**config.mk**
```make
export PLATFORM = sky130hd
export DESIGN_NAME = lora_node_periph
export DESIGN_NICKNAME = d
export VERILOG_FILES = /design/src/soc_timing_pkg.sv /design/src/soc_map_pkg.sv /design/src/lora_node_periph.sv /design/src/mmio_bridge.sv /design/src/pin_io.sv /design/src/time_keeper.sv /design/src/reset_ctrl.sv
export SDC_FILE = /design/constraint.sdc
export NUM_CORES = 1
export LEC_CHECK = 0
export ABC_AREA = 1
export BUFFER_PORTS_ARGS = -buffer_cell sky130_fd_sc_hd__buf_2
export CAP_MARGIN = 20
export CORE_MARGIN = 3
export CORE_UTILIZATION = 35
export DETAILED_ROUTE_END_ITERATION = 7
export GPL_TIMING_DRIVEN = 0
export SYNTH_ARGS = -nofsm -noshare
export SYNTH_HDL_FRONTEND = slang
export SYNTH_SLANG_ARGS = --single-unit
```
**constraint.sdc**
```tcl
create_clock -name clk -period 1.8 [get_ports clk]
set_clock_uncertainty 0.1 [all_clocks]
set_input_delay 0 -clock clk [delete_from_list [all_inputs] [get_ports clk]]
set_output_delay 0 -clock clk [all_outputs]
set_load 0.01 [all_outputs]
```
**src/soc_timing_pkg.sv**
```systemverilog
`default_nettype none

package soc_timing_pkg;

    // ==================================================
    // Counter types
    // ==================================================
    typedef logic [31:0] count_t;       // Timer and watchdog, microseconds
    typedef logic [15:0] pps_count_t;   // 1PPS edges since reset
    typedef logic [7:0]  session_t;     // Milliseconds, wraps

    // ==================================================
    // Default timing
    // ==================================================

    // 25 MHz system clock
    localparam int DEF_CLK_PER_US = 25;

    // Cycles the internal reset is held after a trigger
    localparam int DEF_RESET_HOLD = 32;

    // Session counter step
    localparam int US_PER_MS = 1000;

endpackage

`default_nettype wire

```
**src/soc_map_pkg.sv**
```systemverilog
`default_nettype none

package soc_map_pkg;

    // ==================================================
    // Bus types
    // ==================================================
    typedef logic [31:0] word_t;        // Data bus word
    typedef logic [27:0] addr_t;        // Byte address as the core drives it

    // ==================================================
    // Peripheral slots, slot number from addr[5:2]
    // ==================================================
    typedef enum logic [4:0] {
        GPIO_OUT     = 5'h00,           // R/W output register, reads pins
        GPIO_IN      = 5'h01,           // R raw input byte
        CRC16        = 5'h02,           // Not fitted
        GPIO_OUT_SEL = 5'h03,           // R/W per-pin function select
        UART         = 5'h04,           // Not fitted
        UART_STATUS  = 5'h05,           // Not fitted
        I2C_DATA     = 5'h06,           // Not fitted
        I2C_CONFIG   = 5'h07,           // Not fitted
        SPI          = 5'h08,           // Not fitted
        SPI_STATUS   = 5'h09,           // Not fitted
        RTC          = 5'h0a,           // Not fitted
        SEAL_DATA    = 5'h0b,           // Not fitted
        TIMER        = 5'h0c,           // R/W countdown in microseconds
        WDT          = 5'h0d,           // W kick, R remaining
        SEAL_CTRL    = 5'h0e,           // R session millisecond count
        SYSINFO      = 5'h0f,           // R identity, W soft reset key
        SLOT_NONE    = 5'h1f            // Address outside the window
    } periph_slot_e;

    // addr[27:6] of the window, addr[1:0] must be 00 as well
    localparam logic [21:0] PERIPH_BASE = 22'h20_0000;

    // ==================================================
    // Identity and fixed values
    // ==================================================
    localparam logic [7:0] CHIP_ID        = 8'h01;
    localparam logic [7:0] VERSION        = 8'h10;  // Major in high nibble
    localparam logic [7:0] SOFT_RESET_KEY = 8'ha5;  // Low byte to SYSINFO

    // Pin levels when the select bit is clear
    // LED low, I2C released, SCK 0, CS 1, MOSI 0, radio reset high, TX high
    localparam logic [7:0] PIN_IDLE = 8'b0001_0011;

    localparam word_t RD_UNMAPPED = 32'hffff_ffff;

endpackage

`default_nettype wire
```
**src/lora_node_periph.sv**
```systemverilog
`timescale 1ns/1ps
`default_nettype none

module lora_node_periph #(
    parameter int CLK_PER_US = soc_timing_pkg::DEF_CLK_PER_US,
    parameter int RESET_HOLD = soc_timing_pkg::DEF_RESET_HOLD
) (
    input  wire                     clk,
    input  wire                     rst_reg_n,
    input  wire soc_map_pkg::addr_t i_addr,
    input  wire [1:0]               i_write_n,
    input  wire [1:0]               i_read_n,
    input  wire soc_map_pkg::word_t i_wdata,
    input  wire [7:0]               i_ui,       // [0] DIO1, [4] 1PPS
    output soc_map_pkg::word_t      o_rdata,
    output logic [7:0]              o_uo,
    output logic                    o_irq_timer,
    output logic                    o_irq_dio1
);

    // ==================================================
    // Internal nets
    // ==================================================
    logic                       core_rst_n;
    logic                       wdt_expire;
    logic                       soft_reset;
    logic                       gpio_out_wr;
    logic                       gpio_sel_wr;
    logic                       timer_wr;
    logic                       wdt_kick;
    soc_timing_pkg::count_t     timer_count;
    soc_timing_pkg::count_t     wdt_remaining;
    soc_timing_pkg::pps_count_t pps_count;
    soc_timing_pkg::session_t   session;
    logic [7:0]                 gpio_sel;

    reset_ctrl #(
        .RESET_HOLD     (RESET_HOLD)
    ) u_reset_ctrl (
        .clk            (clk),
        .rst_reg_n      (rst_reg_n),
        .i_wdt_expire   (wdt_expire),
        .i_soft_reset   (soft_reset),
        .o_core_rst_n   (core_rst_n)
    );

    time_keeper #(
        .CLK_PER_US     (CLK_PER_US)
    ) u_time_keeper (
        .clk            (clk),
        .i_rst_n        (core_rst_n),
        .i_pps          (i_ui[4]),
        .i_timer_wr     (timer_wr),
        .i_wdt_kick     (wdt_kick),
        .i_wdata        (i_wdata),
        .o_timer_count  (timer_count),
        .o_irq_timer    (o_irq_timer),
        .o_wdt_remaining(wdt_remaining),
        .o_wdt_expire   (wdt_expire),
        .o_pps_count    (pps_count),
        .o_session      (session)
    );

    // Pins go out and back into GPIO_OUT reads
    pin_io u_pin_io (
        .clk            (clk),
        .i_rst_n        (core_rst_n),
        .i_gpio_out_wr  (gpio_out_wr),
        .i_gpio_sel_wr  (gpio_sel_wr),
        .i_wdata        (i_wdata),
        .i_dio1         (i_ui[0]),
        .o_pins         (o_uo),
        .o_gpio_sel     (gpio_sel),
        .o_irq_dio1     (o_irq_dio1)
    );

    mmio_bridge u_mmio_bridge (
        .i_addr         (i_addr),
        .i_write_n      (i_write_n),
        .i_read_n       (i_read_n),
        .i_wdata        (i_wdata),
        .i_ui           (i_ui),
        .i_pins         (o_uo),
        .i_gpio_sel     (gpio_sel),
        .i_timer_count  (timer_count),
        .i_wdt_remaining(wdt_remaining),
        .i_pps_count    (pps_count),
        .i_session      (session),
        .o_rdata        (o_rdata),
        .o_gpio_out_wr  (gpio_out_wr),
        .o_gpio_sel_wr  (gpio_sel_wr),
        .o_timer_wr     (timer_wr),
        .o_wdt_kick     (wdt_kick),
        .o_soft_reset   (soft_reset)
    );

endmodule

`default_nettype wire

```
**src/mmio_bridge.sv**
```systemverilog
`timescale 1ns/1ps
`default_nettype none

module mmio_bridge (
    input  wire soc_map_pkg::addr_t            i_addr,
    input  wire [1:0]                          i_write_n,
    input  wire [1:0]                          i_read_n,
    input  wire soc_map_pkg::word_t            i_wdata,
    input  wire [7:0]                          i_ui,
    input  wire [7:0]                          i_pins,
    input  wire [7:0]                          i_gpio_sel,
    input  wire soc_timing_pkg::count_t        i_timer_count,
    input  wire soc_timing_pkg::count_t        i_wdt_remaining,
    input  wire soc_timing_pkg::pps_count_t    i_pps_count,
    input  wire soc_timing_pkg::session_t      i_session,
    output soc_map_pkg::word_t                 o_rdata,
    output logic                               o_gpio_out_wr,
    output logic                               o_gpio_sel_wr,
    output logic                               o_timer_wr,
    output logic                               o_wdt_kick,
    output logic                               o_soft_reset
);

    soc_map_pkg::periph_slot_e slot;
    logic                      in_window;
    logic                      wr;

    // ==================================================
    // Address decode
    // ==================================================
    assign in_window = (i_addr[27:6] == soc_map_pkg::PERIPH_BASE) && (i_addr[1:0] == 2'b00);

    always_comb begin
        if (in_window) begin
            slot = soc_map_pkg::periph_slot_e'({1'b0, i_addr[5:2]});
        end else begin
            slot = soc_map_pkg::SLOT_NONE;
        end
    end

    // Any byte lane low is a write
    assign wr = (i_write_n != 2'b11);

    // One cycle strobes, side blocks trust them as is
    assign o_gpio_out_wr = wr && (slot == soc_map_pkg::GPIO_OUT);
    assign o_gpio_sel_wr = wr && (slot == soc_map_pkg::GPIO_OUT_SEL);
    assign o_timer_wr    = wr && (slot == soc_map_pkg::TIMER);
    assign o_wdt_kick    = wr && (slot == soc_map_pkg::WDT);
    assign o_soft_reset  = wr && (slot == soc_map_pkg::SYSINFO)
                           && (i_wdata[7:0] == soc_map_pkg::SOFT_RESET_KEY);

    // ==================================================
    // Read data mux
    // ==================================================
    always_comb begin
        case (slot)
            soc_map_pkg::GPIO_OUT:     o_rdata = {24'h0, i_pins};       // Pins, not the reg
            soc_map_pkg::GPIO_IN:      o_rdata = {24'h0, i_ui};
            soc_map_pkg::GPIO_OUT_SEL: o_rdata = {24'h0, i_gpio_sel};
            soc_map_pkg::TIMER:        o_rdata = i_timer_count;
            soc_map_pkg::WDT:          o_rdata = i_wdt_remaining;
            soc_map_pkg::SEAL_CTRL:    o_rdata = {24'h0, i_session};
            soc_map_pkg::SYSINFO: begin
                o_rdata = {i_pps_count, soc_map_pkg::CHIP_ID, soc_map_pkg::VERSION};
            end
            soc_map_pkg::SLOT_NONE:    o_rdata = soc_map_pkg::RD_UNMAPPED;
            default:                   o_rdata = '0;                   // Unfitted slots
        endcase
    end

endmodule

`default_nettype wire

```
**src/pin_io.sv**
```systemverilog
`timescale 1ns/1ps
`default_nettype none

module pin_io (
    input  wire                     clk,
    input  wire                     i_rst_n,
    input  wire                     i_gpio_out_wr,
    input  wire                     i_gpio_sel_wr,
    input  wire soc_map_pkg::word_t i_wdata,
    input  wire                     i_dio1,         // Radio DIO1
    output logic [7:0]              o_pins,
    output logic [7:0]              o_gpio_sel,
    output logic                    o_irq_dio1
);

    logic [7:0] gpio_out;

    // ==================================================
    // GPIO registers
    // ==================================================
    always_ff @(posedge clk) begin
        if (!i_rst_n) begin
            gpio_out   <= '0;
            o_gpio_sel <= '0;                           // All pins on idle level
        end else begin
            if (i_gpio_out_wr) begin
                gpio_out <= i_wdata[7:0];
            end
            if (i_gpio_sel_wr) begin
                o_gpio_sel <= i_wdata[7:0];
            end
        end
    end

    // ==================================================
    // Output pin select
    // ==================================================

    // Select bit set gives the GPIO bit, clear gives the idle level
    assign o_pins = (o_gpio_sel & gpio_out) | (~o_gpio_sel & soc_map_pkg::PIN_IDLE);

    // DIO1 straight onto the IRQ line, one cycle late
    always_ff @(posedge clk) begin
        o_irq_dio1 <= i_dio1;
    end

endmodule

`default_nettype wire

```
**src/time_keeper.sv**
```systemverilog
`timescale 1ns/1ps
`default_nettype none

module time_keeper #(
    parameter int CLK_PER_US = soc_timing_pkg::DEF_CLK_PER_US
) (
    input  wire                        clk,
    input  wire                        i_rst_n,
    input  wire                        i_pps,           // Raw 1PPS pin
    input  wire                        i_timer_wr,
    input  wire                        i_wdt_kick,
    input  wire soc_map_pkg::word_t    i_wdata,
    output soc_timing_pkg::count_t     o_timer_count,
    output logic                       o_irq_timer,     // Sticky until rewritten
    output soc_timing_pkg::count_t     o_wdt_remaining,
    output logic                       o_wdt_expire,    // One cycle pulse
    output soc_timing_pkg::pps_count_t o_pps_count,
    output soc_timing_pkg::session_t   o_session
);

    localparam int DIV_W = (CLK_PER_US > 1) ? $clog2(CLK_PER_US) : 1;
    localparam int MS_W  = $clog2(soc_timing_pkg::US_PER_MS);

    logic [DIV_W-1:0] us_div;
    logic             tick_us;
    logic             wdt_armed;
    logic [1:0]       pps_sync;
    logic             pps_prev;
    logic             pps_rising;
    logic [MS_W-1:0]  ms_div;

    // ==================================================
    // Microsecond tick
    // ==================================================
    assign tick_us = (us_div == DIV_W'(CLK_PER_US - 1));

    always_ff @(posedge clk) begin
        if (!i_rst_n || tick_us) begin
            us_div <= '0;
        end else begin
            us_div <= us_div + 1'b1;
        end
    end

    // ==================================================
    // Countdown timer
    // ==================================================
    always_ff @(posedge clk) begin
        if (!i_rst_n) begin
            o_timer_count <= '0;
            o_irq_timer   <= 1'b0;
        end else if (i_timer_wr) begin
            o_timer_count <= i_wdata;                   // Load also acks the IRQ
            o_irq_timer   <= 1'b0;
        end else if (tick_us && o_timer_count != '0) begin
            o_timer_count <= o_timer_count - 1'b1;
            if (o_timer_count == 32'd1) begin
                o_irq_timer <= 1'b1;                    // Set on 1 -> 0 only
            end
        end
    end

    // ==================================================
    // Watchdog
    // ==================================================
    always_ff @(posedge clk) begin
        if (!i_rst_n) begin
            o_wdt_remaining <= '0;
            wdt_armed       <= 1'b0;
            o_wdt_expire    <= 1'b0;
        end else begin
            o_wdt_expire <= 1'b0;
            if (i_wdt_kick) begin
                o_wdt_remaining <= i_wdata;
                wdt_armed       <= 1'b1;
            end else if (wdt_armed) begin
                if (o_wdt_remaining == '0) begin
                    wdt_armed    <= 1'b0;               // Fires once then idles
                    o_wdt_expire <= 1'b1;
                end else if (tick_us) begin
                    o_wdt_remaining <= o_wdt_remaining - 1'b1;
                end
            end
        end
    end

    // ==================================================
    // 1PPS sync, edge detect and count
    // ==================================================
    always_ff @(posedge clk) begin
        pps_sync <= {pps_sync[0], i_pps};               // Two flop synchronizer
        pps_prev <= pps_sync[1];
    end

    assign pps_rising = pps_sync[1] && !pps_prev;

    always_ff @(posedge clk) begin
        if (!i_rst_n) begin
            o_pps_count <= '0;
        end else if (pps_rising) begin
            o_pps_count <= o_pps_count + 1'b1;
        end
    end

    // Session counter, one step per millisecond
    always_ff @(posedge clk) begin
        if (!i_rst_n) begin
            ms_div    <= '0;
            o_session <= '0;
        end else if (tick_us) begin
            if (ms_div == MS_W'(soc_timing_pkg::US_PER_MS - 1)) begin
                ms_div    <= '0;
                o_session <= o_session + 1'b1;          // Wraps at 256 ms
            end else begin
                ms_div <= ms_div + 1'b1;
            end
        end
    end

endmodule

`default_nettype wire

```
**src/reset_ctrl.sv**
```systemverilog
`timescale 1ns/1ps
`default_nettype none

module reset_ctrl #(
    parameter int RESET_HOLD = soc_timing_pkg::DEF_RESET_HOLD
) (
    input  wire  clk,
    input  wire  rst_reg_n,             // External reset, sync, active low
    input  wire  i_wdt_expire,          // Watchdog ran out
    input  wire  i_soft_reset,          // Keyed write to SYSINFO
    output logic o_core_rst_n           // Reset for the rest of the block
);

    localparam int HOLD_W = $clog2(RESET_HOLD + 1);

    logic [HOLD_W-1:0] hold_count;
    logic              trigger;
    logic              combined_rst_n;

    assign trigger = i_wdt_expire | i_soft_reset;

    // ==================================================
    // Hold counter
    // ==================================================
    always_ff @(posedge clk) begin
        if (!rst_reg_n) begin
            hold_count <= '0;
        end else if (trigger) begin
            hold_count <= HOLD_W'(RESET_HOLD);          // Retrigger restarts the hold
        end else if (hold_count != '0) begin
            hold_count <= hold_count - 1'b1;
        end
    end

    // Released only with external reset gone and hold expired
    assign combined_rst_n = rst_reg_n && (hold_count == '0);

    // One register stage before it fans out
    always_ff @(posedge clk) begin
        o_core_rst_n <= combined_rst_n;
    end

endmodule

`default_nettype wire

```
Yosys cells after proc, flatten, opt, wreduce, memory -nomap -nowiden
Index checks and enable logic that the tools add are counted.
{"block": "totals", "reg_bits": 133, "inputBits": 74, "out_inout_bits": 42, "elab_cells": 89}
{"block": "classes", "n_addsub": 7, "eq_ne": 14, "mux": 15, "bitwise": 7, "n_reduce_logical": 29}
{"operator": "$pmux 32 s8", "count": 1}
{"operator": "$mux 32", "count": 6}
{"operator": "$sub 32x1->32 const B", "count": 2}
{"operator": "$eq 32x1->1 const B", "count": 1}
{"operator": "$logic_not 32->1", "count": 1}
{"operator": "$reduce_bool 32->1", "count": 1}
{"operator": "$eq 22x22->1 const B", "count": 1}
{"operator": "$eq 5x4->1 const B", "count": 4}
{"operator": "$add 16x1->16 const B", "count": 1}
{"operator": "$mux 6", "count": 2}
{"operator": "$add 10x1->10 const B", "count": 1}
{"operator": "$eq 10x10->1 const B", "count": 1}
{"operator": "$eq 5x5->1 const B", "count": 2}
{"operator": "$logic_and 1x1->1", "count": 10}
{"operator": "$mux 10", "count": 1}
{"operator": "$add 8x1->8 const B", "count": 1}
{"operator": "$and 8x8->8", "count": 1}
{"operator": "$eq 8x8->1 const B", "count": 1}
{"operator": "$or 8x5->8", "count": 1}
{"operator": "$reduce_bool 2->1", "count": 4}
{"operator": "$logic_not 6->1", "count": 1}
{"operator": "$reduce_bool 6->1", "count": 1}
{"operator": "$sub 6x1->6 const B", "count": 1}
{"operator": "$add 5x1->5 const B", "count": 1}
{"operator": "17 further kinds", "count": 25}

Depth between registers and ports, before layout
Gate-level depths: netlist (run 1).
{"block": "logic_depth", "depth_word": 8, "mapped_depth": 14}

Cells and area by module
From an unflattened synthesis (run 1), not the netlist that was laid out.
{"block": "unflattened", "cells_unflattened": 1487, "area_unflattened_um2": 8978.6}
{"mod": "time_keeper", "instances": 1, "cells_each": 1075, "area_per_inst_um2": 6677.7}
{"mod": "mmio_bridge", "instances": 1, "cells_each": 255, "area_per_inst_um2": 1201.2}
{"mod": "pin_io", "instances": 1, "cells_each": 111, "area_per_inst_um2": 755.7}
{"mod": "reset_ctrl", "instances": 1, "cells_each": 46, "area_per_inst_um2": 344.1}

Worst setup path before layout (run 1)
Ideal clock, no wire load.
{"block": "synth_timing", "path_type": "reg2reg", "from": "reg u_time_keeper.o_timer_count[0]", "to": "reg u_time_keeper.o_timer_count[17]", "setup_ns": 0.128, "arrival_ns": 1.740, "required_ns": 1.572, "slack_ns": -0.167, "stages_incl_launch_ff": 13, "n_path_buf": 1, "period_less_slack_ns": 1.967, "path_cell_list": "dfxtp_1 > inv_1 > ha_1 > nand3_2 > nor2_8 > nand2_4 > o21ai_4 > buf_6 > a21oi_1 > nand2_1 > nand2_1 > nor2_1 > nor2_1"}
{"block": "synth_between", "elab_chain_len": 3}
{"item": "start, declared", "line": "time_keeper.sv:13", "text": "output soc_timing_pkg::count_t o_timer_count,"}
{"item": "start signal, assigned", "line": "time_keeper.sv:53", "text": "o_timer_count <= i_wdata;"}
{"item": "start signal, assigned", "line": "time_keeper.sv:56", "text": "o_timer_count <= o_timer_count - 1'b1;"}
{"item": "$sub 32x1->32 or $reduce_bool 32->1 (tied branches)", "line": "time_keeper.sv:56, time_keeper.sv:55"}
{"item": "$mux 32 or $logic_and 1x1->1 (tied branches)", "line": "time_keeper.sv:55", "text": "end else if (tick_us && o_timer_count != '0) begin"}
{"item": "$mux 32 or $reduce_bool 2->1 (tied branches)"}
Parallel ways exist; a longest one is shown, timed or not. The select of a mux whose other input is x is not followed.
A chain may end at the register's enable or synchronous reset.

Worst setup path in the final report (run 1)
{"block": "layout_timing", "from": "reg u_time_keeper.o_wdt_remaining[8]", "to": "reg u_time_keeper.o_wdt_remaining[18]"}
{"block": "layout_between", "elab_chain_len": 5}
{"item": "start, declared", "line": "time_keeper.sv:15", "text": "output soc_timing_pkg::count_t o_wdt_remaining,"}
{"item": "start signal, assigned", "line": "time_keeper.sv:74", "text": "o_wdt_remaining <= i_wdata;"}
{"item": "start signal, assigned", "line": "time_keeper.sv:81", "text": "o_wdt_remaining <= o_wdt_remaining - 1'b1;"}
{"item": "$sub 32x1->32", "line": "time_keeper.sv:81"}
{"item": "$mux 32", "line": "time_keeper.sv:80", "text": "end else if (tick_us) begin"}
{"item": "$mux 32", "line": "time_keeper.sv:77", "text": "if (o_wdt_remaining == '0) begin"}
{"item": "$mux 32", "line": "time_keeper.sv:76", "text": "end else if (wdt_armed) begin"}
{"item": "$mux 32", "line": "time_keeper.sv:73", "text": "if (i_wdt_kick) begin"}
Parallel ways exist; a longest one is shown, timed or not. The select of a mux whose other input is x is not followed.

==> results of run 1 <==
## per-layer routing
layer	routed length [um]	global-route usage	vias up
li1	-	-	5383
met1	15700	0.329	5293
met2	18500	0.429	562
met3	3550	0.0641	155
met4	2420	0.138	2
met5	62	0.0174	-
## synth_stat cells
cell	number
nand2_1	336
nand3_1	143
clkinv_1	1
o21ba_2	1
inv_2	4
or2_2	1
a31o_2	1
nor2_1	306
o21ai_4	1
nand3_2	5
o21ai_0	52
xor2_1	37
buf_2	18
nand2_2	7
a21oi_1	80
buf_6	4
ha_1	9
buf_4	3
o221ai_1	24
o211a_1	1
and3_1	1
nor2_8	1
nor3_1	20
nor3b_1	7
nor3_2	2
nor3_4	1
nand4_1	42
o21a_1	3
nand3b_1	1
xnor2_1	3
dfxtp_1	133
buf_1	4
clkbuf_1	25
nor2_4	3
nand2_4	2
inv_1	199
nor2_2	23
nor4_1	4
## critical path: cells and delay by family (launching register included)
kind,cells,cell delay (ns)
buf+inv,3,0.33
simple gates,8,1.15
flops,1,0.39
## stage by stage
stage               instance area (sq um)  setup WS, ns
floorplan                            9070       -0.0197
global placement                    10000        -0.743
detailed placement                  10000        -0.765
CTS                                 12600        -0.215
global route                        14100        -0.288
finish                              14100        -0.247
## worst paths after layout
kind | slack [ns] | from | to
setup / recovery | -0.25 | u_time_keeper.o_wdt_remaining[8]$_SDFFE_PN0P_ | u_time_keeper.o_wdt_remaining[18]$_SDFFE_PN0P_
hold / removal | 0.02 | i_addr[3] | u_time_keeper.o_timer_count[0]$_SDFFE_PN0P_
setup reg to reg | -0.25 | u_time_keeper.o_wdt_remaining[8]$_SDFFE_PN0P_ | u_time_keeper.o_wdt_remaining[18]$_SDFFE_PN0P_
hold reg to reg | 0.23 | u_time_keeper.pps_sync[0]$_DFF_P_ | u_time_keeper.pps_sync[1]$_DFF_P_
## flip-flops by register name (all words and copies together) (netlist names)
| signal | count |
|---|---|
| u_pin_io.o_gpio_sel | 8 |
| u_time_keeper.o_timer_count | 32 |
| u_time_keeper.pps_prev | 1 |
| u_time_keeper.pps_sync | 2 |
| u_time_keeper.o_wdt_expire | 1 |
| u_time_keeper.o_session | 8 |
| u_time_keeper.o_irq_timer | 1 |
| u_time_keeper.o_pps_count | 16 |
| u_time_keeper.wdt_armed | 1 |
| u_reset_ctrl.hold_count | 6 |
| u_reset_ctrl.o_core_rst_n | 1 |
| u_pin_io.o_irq_dio1 | 1 |
| u_pin_io.gpio_out | 8 |
| u_time_keeper.o_wdt_remaining | 32 |
| u_time_keeper.ms_div | 10 |
| u_time_keeper.us_div | 5 |
## power groups by stage
stage / combinational, mW / sequential, mW / clock, mW
after floorplan: 0.797 / 3.14 / 0
after global placement: 1.32 / 3.15 / 0
after detailed placement: 1.34 / 3.15 / 0
after CTS: 1.53 / 3.08 / 3.54
after global routing: 1.84 / 3.10 / 3.66
final: 1.69 / 3.09 / 3.54
## placed cells by master, fill, tap and decap left out, types with 9 or more instances in the layout
cell type,count
nor3_1,15
nor2_1,216
o21ai_0,36
inv_2,15
nand2_4,10
a21oi_1,60
nand2_2,19
dlygate4sd3_1,35
clkbuf_16,19
buf_6,48
buf_4,70
nand3_2,64
o221ai_4,13
nand3_1,66
nor2_2,60
dfxtp_2,28
nand3_4,18
dfxtp_1,104
xor2_1,35
clkbuf_1,16
a21oi_2,20
nor2_4,56
nand4_1,42
nand2_1,312
inv_1,185
buf_2,98
buf_12,9
## timing repair
item                                    4_1_cts  5_1_grt
endpoints found under the setup margin      150      125
pin swaps                                    71       96
gates cloned                                 10        4
setup buffers                                66       30
gates resized for setup                     232      313
hold endpoints to repair                     84        0
hold buffers                                 35        0
## cells by family (layout without fill, tap and decap cells)
kind of cell	after synthesis	after routing	share of synthesized area
fa+ha+maj	9	9	0.0125
simple gates	905	907	0.436
flops	133	133	0.295
compound gates	163	163	0.104
xor+xnor	40	40	0.0388
buf+inv	258	541	0.114
## cell type report
| type | count | area, sq um | share of cell area |
|---|---|---|---|
| multi-input combinational | 1119 | 7070 | 0.500 |
| sequential | 133 | 2700 | 0.191 |
| timing repair buffer | 252 | 2160 | 0.153 |
| inverter | 204 | 795 | 0.0562 |
| clock buffer | 19 | 453 | 0.0320 |
| buffer | 54 | 419 | 0.0297 |
| tap | 330 | 413 | 0.0292 |
| clock inverter | 12 | 120 | 0.00850 |
==> impl_results.md, run 1 <==
* Status: finished with violations
* Failing checks: setup timing
* Die area at 0.0278 sq mm
* Longest Clk Path Bufs at 2
* Tmin final at 2.05 ns
* Post-synth top area share at 0.295
* Post-synth cell types at 38
* First-pass GRT wire length at 57800 um
* Mapped Cells at 1508
* GR Util All Layers at 0.266
* Worst-path fanout max at 6
* PD cells at 589 mW/mm^2
* Worst path slowest cell: dfxtp_1
* Clock Pin Slew Worst Setup and Hold Paths at 0.07 ns
* Routed via count at 11.4k
* Tightest hold margin at 0.0231 ns
* Routed WL per cell at 19.0 um
* Inst Count DP at 1951
* Achievable frequency at 0.488 GHz
* WP data required at 2.07 ns
* Clock Sinks at 133
* Post-route insts no fill at 2123
* Leakage at 6.36 nW
* GRT overflow at 0
* Synthesized area per cell at 5.99 sq um
* Final hold vios at 0
* Worst Hold Depth at 5
* Root buffer cell: clkbuf_16
* R2R depth at 11
* Starting Density at 0.358
* Final setup violation count at 73
* Die span in x at 167 um
* Max IR drop VDD at 615 uV
* Worst path max stage delay at 0.39 ns
* Mapped Nets at 1591
* Initial antenna violation count at 0
* Unrepaired setup endpoints after global routing: yes
* Crit Path Class: reg -> reg
* Die Ht at 167 um
* Number of I/O pins at 116
* Residual DRC at 0
* Clock power share at 0.425
* Largest area contributor in the synthesized netlist: dfxtp_1
* Worst Setup Slack, final at -0.247 ns
* P_sw at 2.74 mW
* Sw Ratio at 0.329
* TNS Setup at -10.99 ns
* Final Power at 8.32 mW
* Synth Warn # at 0
* Hpwl dp at 27400 um
* Routed wire length at 40200 um
* Port Buffer Count at 113
* WP data arrival at 2.31 ns
* Register share of total power at 0.371
* Latest clock arrival within the worst-skew pair at 0.44 ns
* Net count, final at 1864
* Combinational share of power at 0.204
* DR vias/cell at 5.37
* HP Class: in -> reg
* Placer Congestion at 0.957
* CTS buffer count at 17
* Slew HR at 0.279
* Final ANT Viol Nets at 0
* Ant. Diodes at 0
* Vias in the first global route at 10.5k
* Finished Core Util at 0.560
* CP startpoint kind: flop
* Drt first-iter violations at 1074
* CP cell instances: nor2_2 -> nand2_2 -> nor2_4 -> nand4_1 -> nand3_4 -> buf_6 -> inv_8 -> buf_12 -> nand3_4 -> nand3_2 -> nor2_1
* Setup crit end kind: flop
* Int Power at 5.58 mW
* Largest net degree at the start of global routing at 17
* Number of fill cells at 2351
* Drt pass-1 iters at 5
* Slew Limit Fails at 0
* Area growth, synth to finish at 56.5%
* Crit share post-route at 1.14
* Layout cells sized above 1 at 0.356
* Worst slew pin tran at 1.08 ns
* Max cap viols at 0
* Register area share after synthesis at 0.295
* Site row count at 58
* Most frequent cell on the critical path: nand3_4
* Yosys reg bits at 133
* Core box area at 0.0253 sq mm
* TritonCTS clock tree: built
* Post-Syn Area at 0.00903 sq mm
* Largest cells by area after synthesis: dfxtp_1, nand2_1, nor2_1
* CTS HTree Levels at 4
Power figures use the tool's default switching activity.
==> run 2: changes to the inputs <==
--- a/config.mk
+++ b/config.mk
@@ -6,11 +6,11 @@
 export NUM_CORES = 1
 export LEC_CHECK = 0
 export ABC_AREA = 1
-export BUFFER_PORTS_ARGS = -buffer_cell sky130_fd_sc_hd__buf_2
 export CAP_MARGIN = 20
 export CORE_MARGIN = 3
 export CORE_UTILIZATION = 35
 export DETAILED_ROUTE_END_ITERATION = 7
+export DONT_BUFFER_PORTS = 1
 export GPL_TIMING_DRIVEN = 0
 export SYNTH_ARGS = -nofsm -noshare
 export SYNTH_HDL_FRONTEND = slang
==> run 2 against run 1 <==
Net effect:
- the flow still finishes with violations (setup timing)
- register-to-register slack improved by 0.08 ns
- routed wire length down 6.2%
- die area unchanged
- cell count is 5.9% lower
- via count is 4.9% lower
- critical endpoint is now u_time_keeper.o_wdt_remaining[22]$_SDFFE_PN0P_
- highest routed layer is now met4
==> impl_results.md, run 2 (synthesized netlist as in run 1, its figures left out) <==
* Status: finished with violations
* Failing checks: setup timing
* CP startpoint kind: flop
* Min-Delay Startpoint: i_addr[2]
* Post-route insts no fill at 1997
* Starting Density at 0.358
* Drt pass-1 iters at 6
* Ant. Diodes at 0
* Worst-path fanout max at 8
* Worst Setup Slack, final at -0.165 ns
* Leakage at 5.72 nW
* Slew Limit Fails at 0
* WP data arrival at 2.20 ns
* Core box area at 0.0253 sq mm
* Number of I/O pins at 116
* PD cells at 635 mW/mm^2
* GR Util All Layers at 0.257
* Final hold vios at 0
* Latest clock arrival within the worst-skew pair at 0.43 ns
* Crit Reg-Reg Startpoint: u_time_keeper.o_wdt_remaining[1]$_SDFFE_PN0P_
* Site row count at 58
* Drt first-iter violations at 1153
* Crit path launch: u_time_keeper.o_wdt_remaining[1]$_SDFFE_PN0P_
* DR vias/cell at 5.43
* Port Buffer Count at 0
* Routed wire length at 37700 um
* Longest Clk Path Bufs at 2
* Worst path max stage delay at 0.33 ns
* Worst slew pin tran at 0.775 ns
* Dpl cell area at 0.00948 sq mm
* Largest net degree at the start of global routing at 17
* Most frequent cell on the critical path: nand3_4
* Clock Pin Slew Worst Setup and Hold Paths at 0.07 ns
* Tmin final at 1.96 ns
* TritonCTS clock tree: built
* Max IR drop VDD at 564 uV
* Tightest hold margin at 0.0439 ns
* GRT overflow at 0
* DP Worst Slack at -0.720 ns
* CP cell instances: inv_2 -> ha_4 -> nand3_4 -> nor2_4 -> nand4_1 -> nand3_4 -> buf_6 -> nand2_8 -> clkbuf_16 -> nor2_2 -> nor2_1
* Initial antenna violation count at 0
* TNS Setup at -5.21 ns
* Crit Path Class: reg -> reg
* Die span in x at 167 um
* Die Ht at 167 um
* Max cap viols at 0
* Root buffer cell: clkbuf_16
* Final Power at 7.99 mW
* Achievable frequency at 0.509 GHz
* Post-route cell area at 0.0126 sq mm
* Clock Sinks at 133
* Most frequent cells in the layout: nand2_1, nor2_1, inv_1
* Die area at 0.0278 sq mm
* Layout cells sized above 1 at 0.260
* Vias in the first global route at 10.1k
* CTS HTree Levels at 4
* Regs by FF count: u_time_keeper.o_timer_count x32, u_time_keeper.o_wdt_remaining x32, u_time_keeper.o_pps_count x16
* CTS buffer count at 17
* Finished Core Util at 0.498
* Hpwl dp at 26700 um
* Net count, final at 1738
* Placer Congestion at 0.969
* Worst path slowest cell: dfxtp_2
* Crit share post-route at 1.09
* HP Class: in -> reg
* Setup crit end kind: flop
* Slew HR at 0.484
* First-pass GRT wire length at 56000 um
* Inst Count DP at 1838
* Routed WL per cell at 18.9 um
* Most common cell after layout, fill and taps aside: nand2_1
* Unrepaired setup endpoints after global routing: yes
* Routed via count at 10.8k
* Area growth, synth to finish at 39.3%
* WP data required at 2.03 ns
* Final ANT Viol Nets at 0
* Residual DRC at 0
* Final setup violation count at 66
-- run 2: cell count changes in the layout (fill, tap and decap cells not counted), sizes merged --
cell / change
buf: -133
dlygate4sd3: +9
clkbuf: -2
clkinv: -1
dlymetal6s4s: +1
inv: +1
nand2: -1
-- run 2: report_power, final --
group	internal, mW	total [mW]	leakage, nW	switching (mW)
sequential	3.02	3.09	1.09	0.0605
combinational	0.416	1.43	4.36	1.01
clock	1.99	3.48	0.277	1.49
-- run 2: critical path: cells and delay by family (launching register included) --
kind	cells	cell delay, ns
flip-flops	1	0.33
AND/OR/NAND/NOR	7	0.84
buffers and inverters	3	0.42
adder cells (fa/ha/maj)	1	0.14
-- run 2: worst paths after layout --
kind / slack, ns / depth (start not counted) / end
hold reg to reg: 0.23 / 0 / u_time_keeper.pps_sync[1]$_DFF_P_
setup / recovery: -0.16 / 11 / u_time_keeper.o_wdt_remaining[22]$_SDFFE_PN0P_
hold / removal: 0.04 / 6 / u_pin_io.o_gpio_sel[5]$_SDFFE_PN0P_
setup reg to reg: -0.16 / 11 / u_time_keeper.o_wdt_remaining[22]$_SDFFE_PN0P_
-- run 2: repair_timing --
| action | CTS | global route |
|---|---|---|
| setup buffers | 51 | 28 |
| hold buffers | 45 | 0 |
| endpoints found under the hold margin | 89 | 0 |
| gates resized for setup | 168 | 213 |
| setup endpoints to repair | 137 | 110 |
| pin swaps | 65 | 76 |
| cloned | 7 | 1 |
-- run 2: per-layer routing --
layer / GRT usage / vias up / wire (um)
met3: 0.0589 / 139 / 3530
met5: 0 / - / 0
met1: 0.314 / 5029 / 14500
met4: 0.133 / 0 / 2130
li1: - / 5125 / -
met2: 0.423 / 549 / 17600
-- run 2: cell type report --
cell class / instances / area [sq um]
plain buffers: 52 / 350
clock buffers: 19 / 453
inverters: 204 / 788
repair buffers: 129 / 1320
fillers: 2492 / 12700
multi-input cells: 1118 / 6440
clock inverters: 12 / 120
flip-flops and latches: 133 / 2700
well taps: 330 / 413
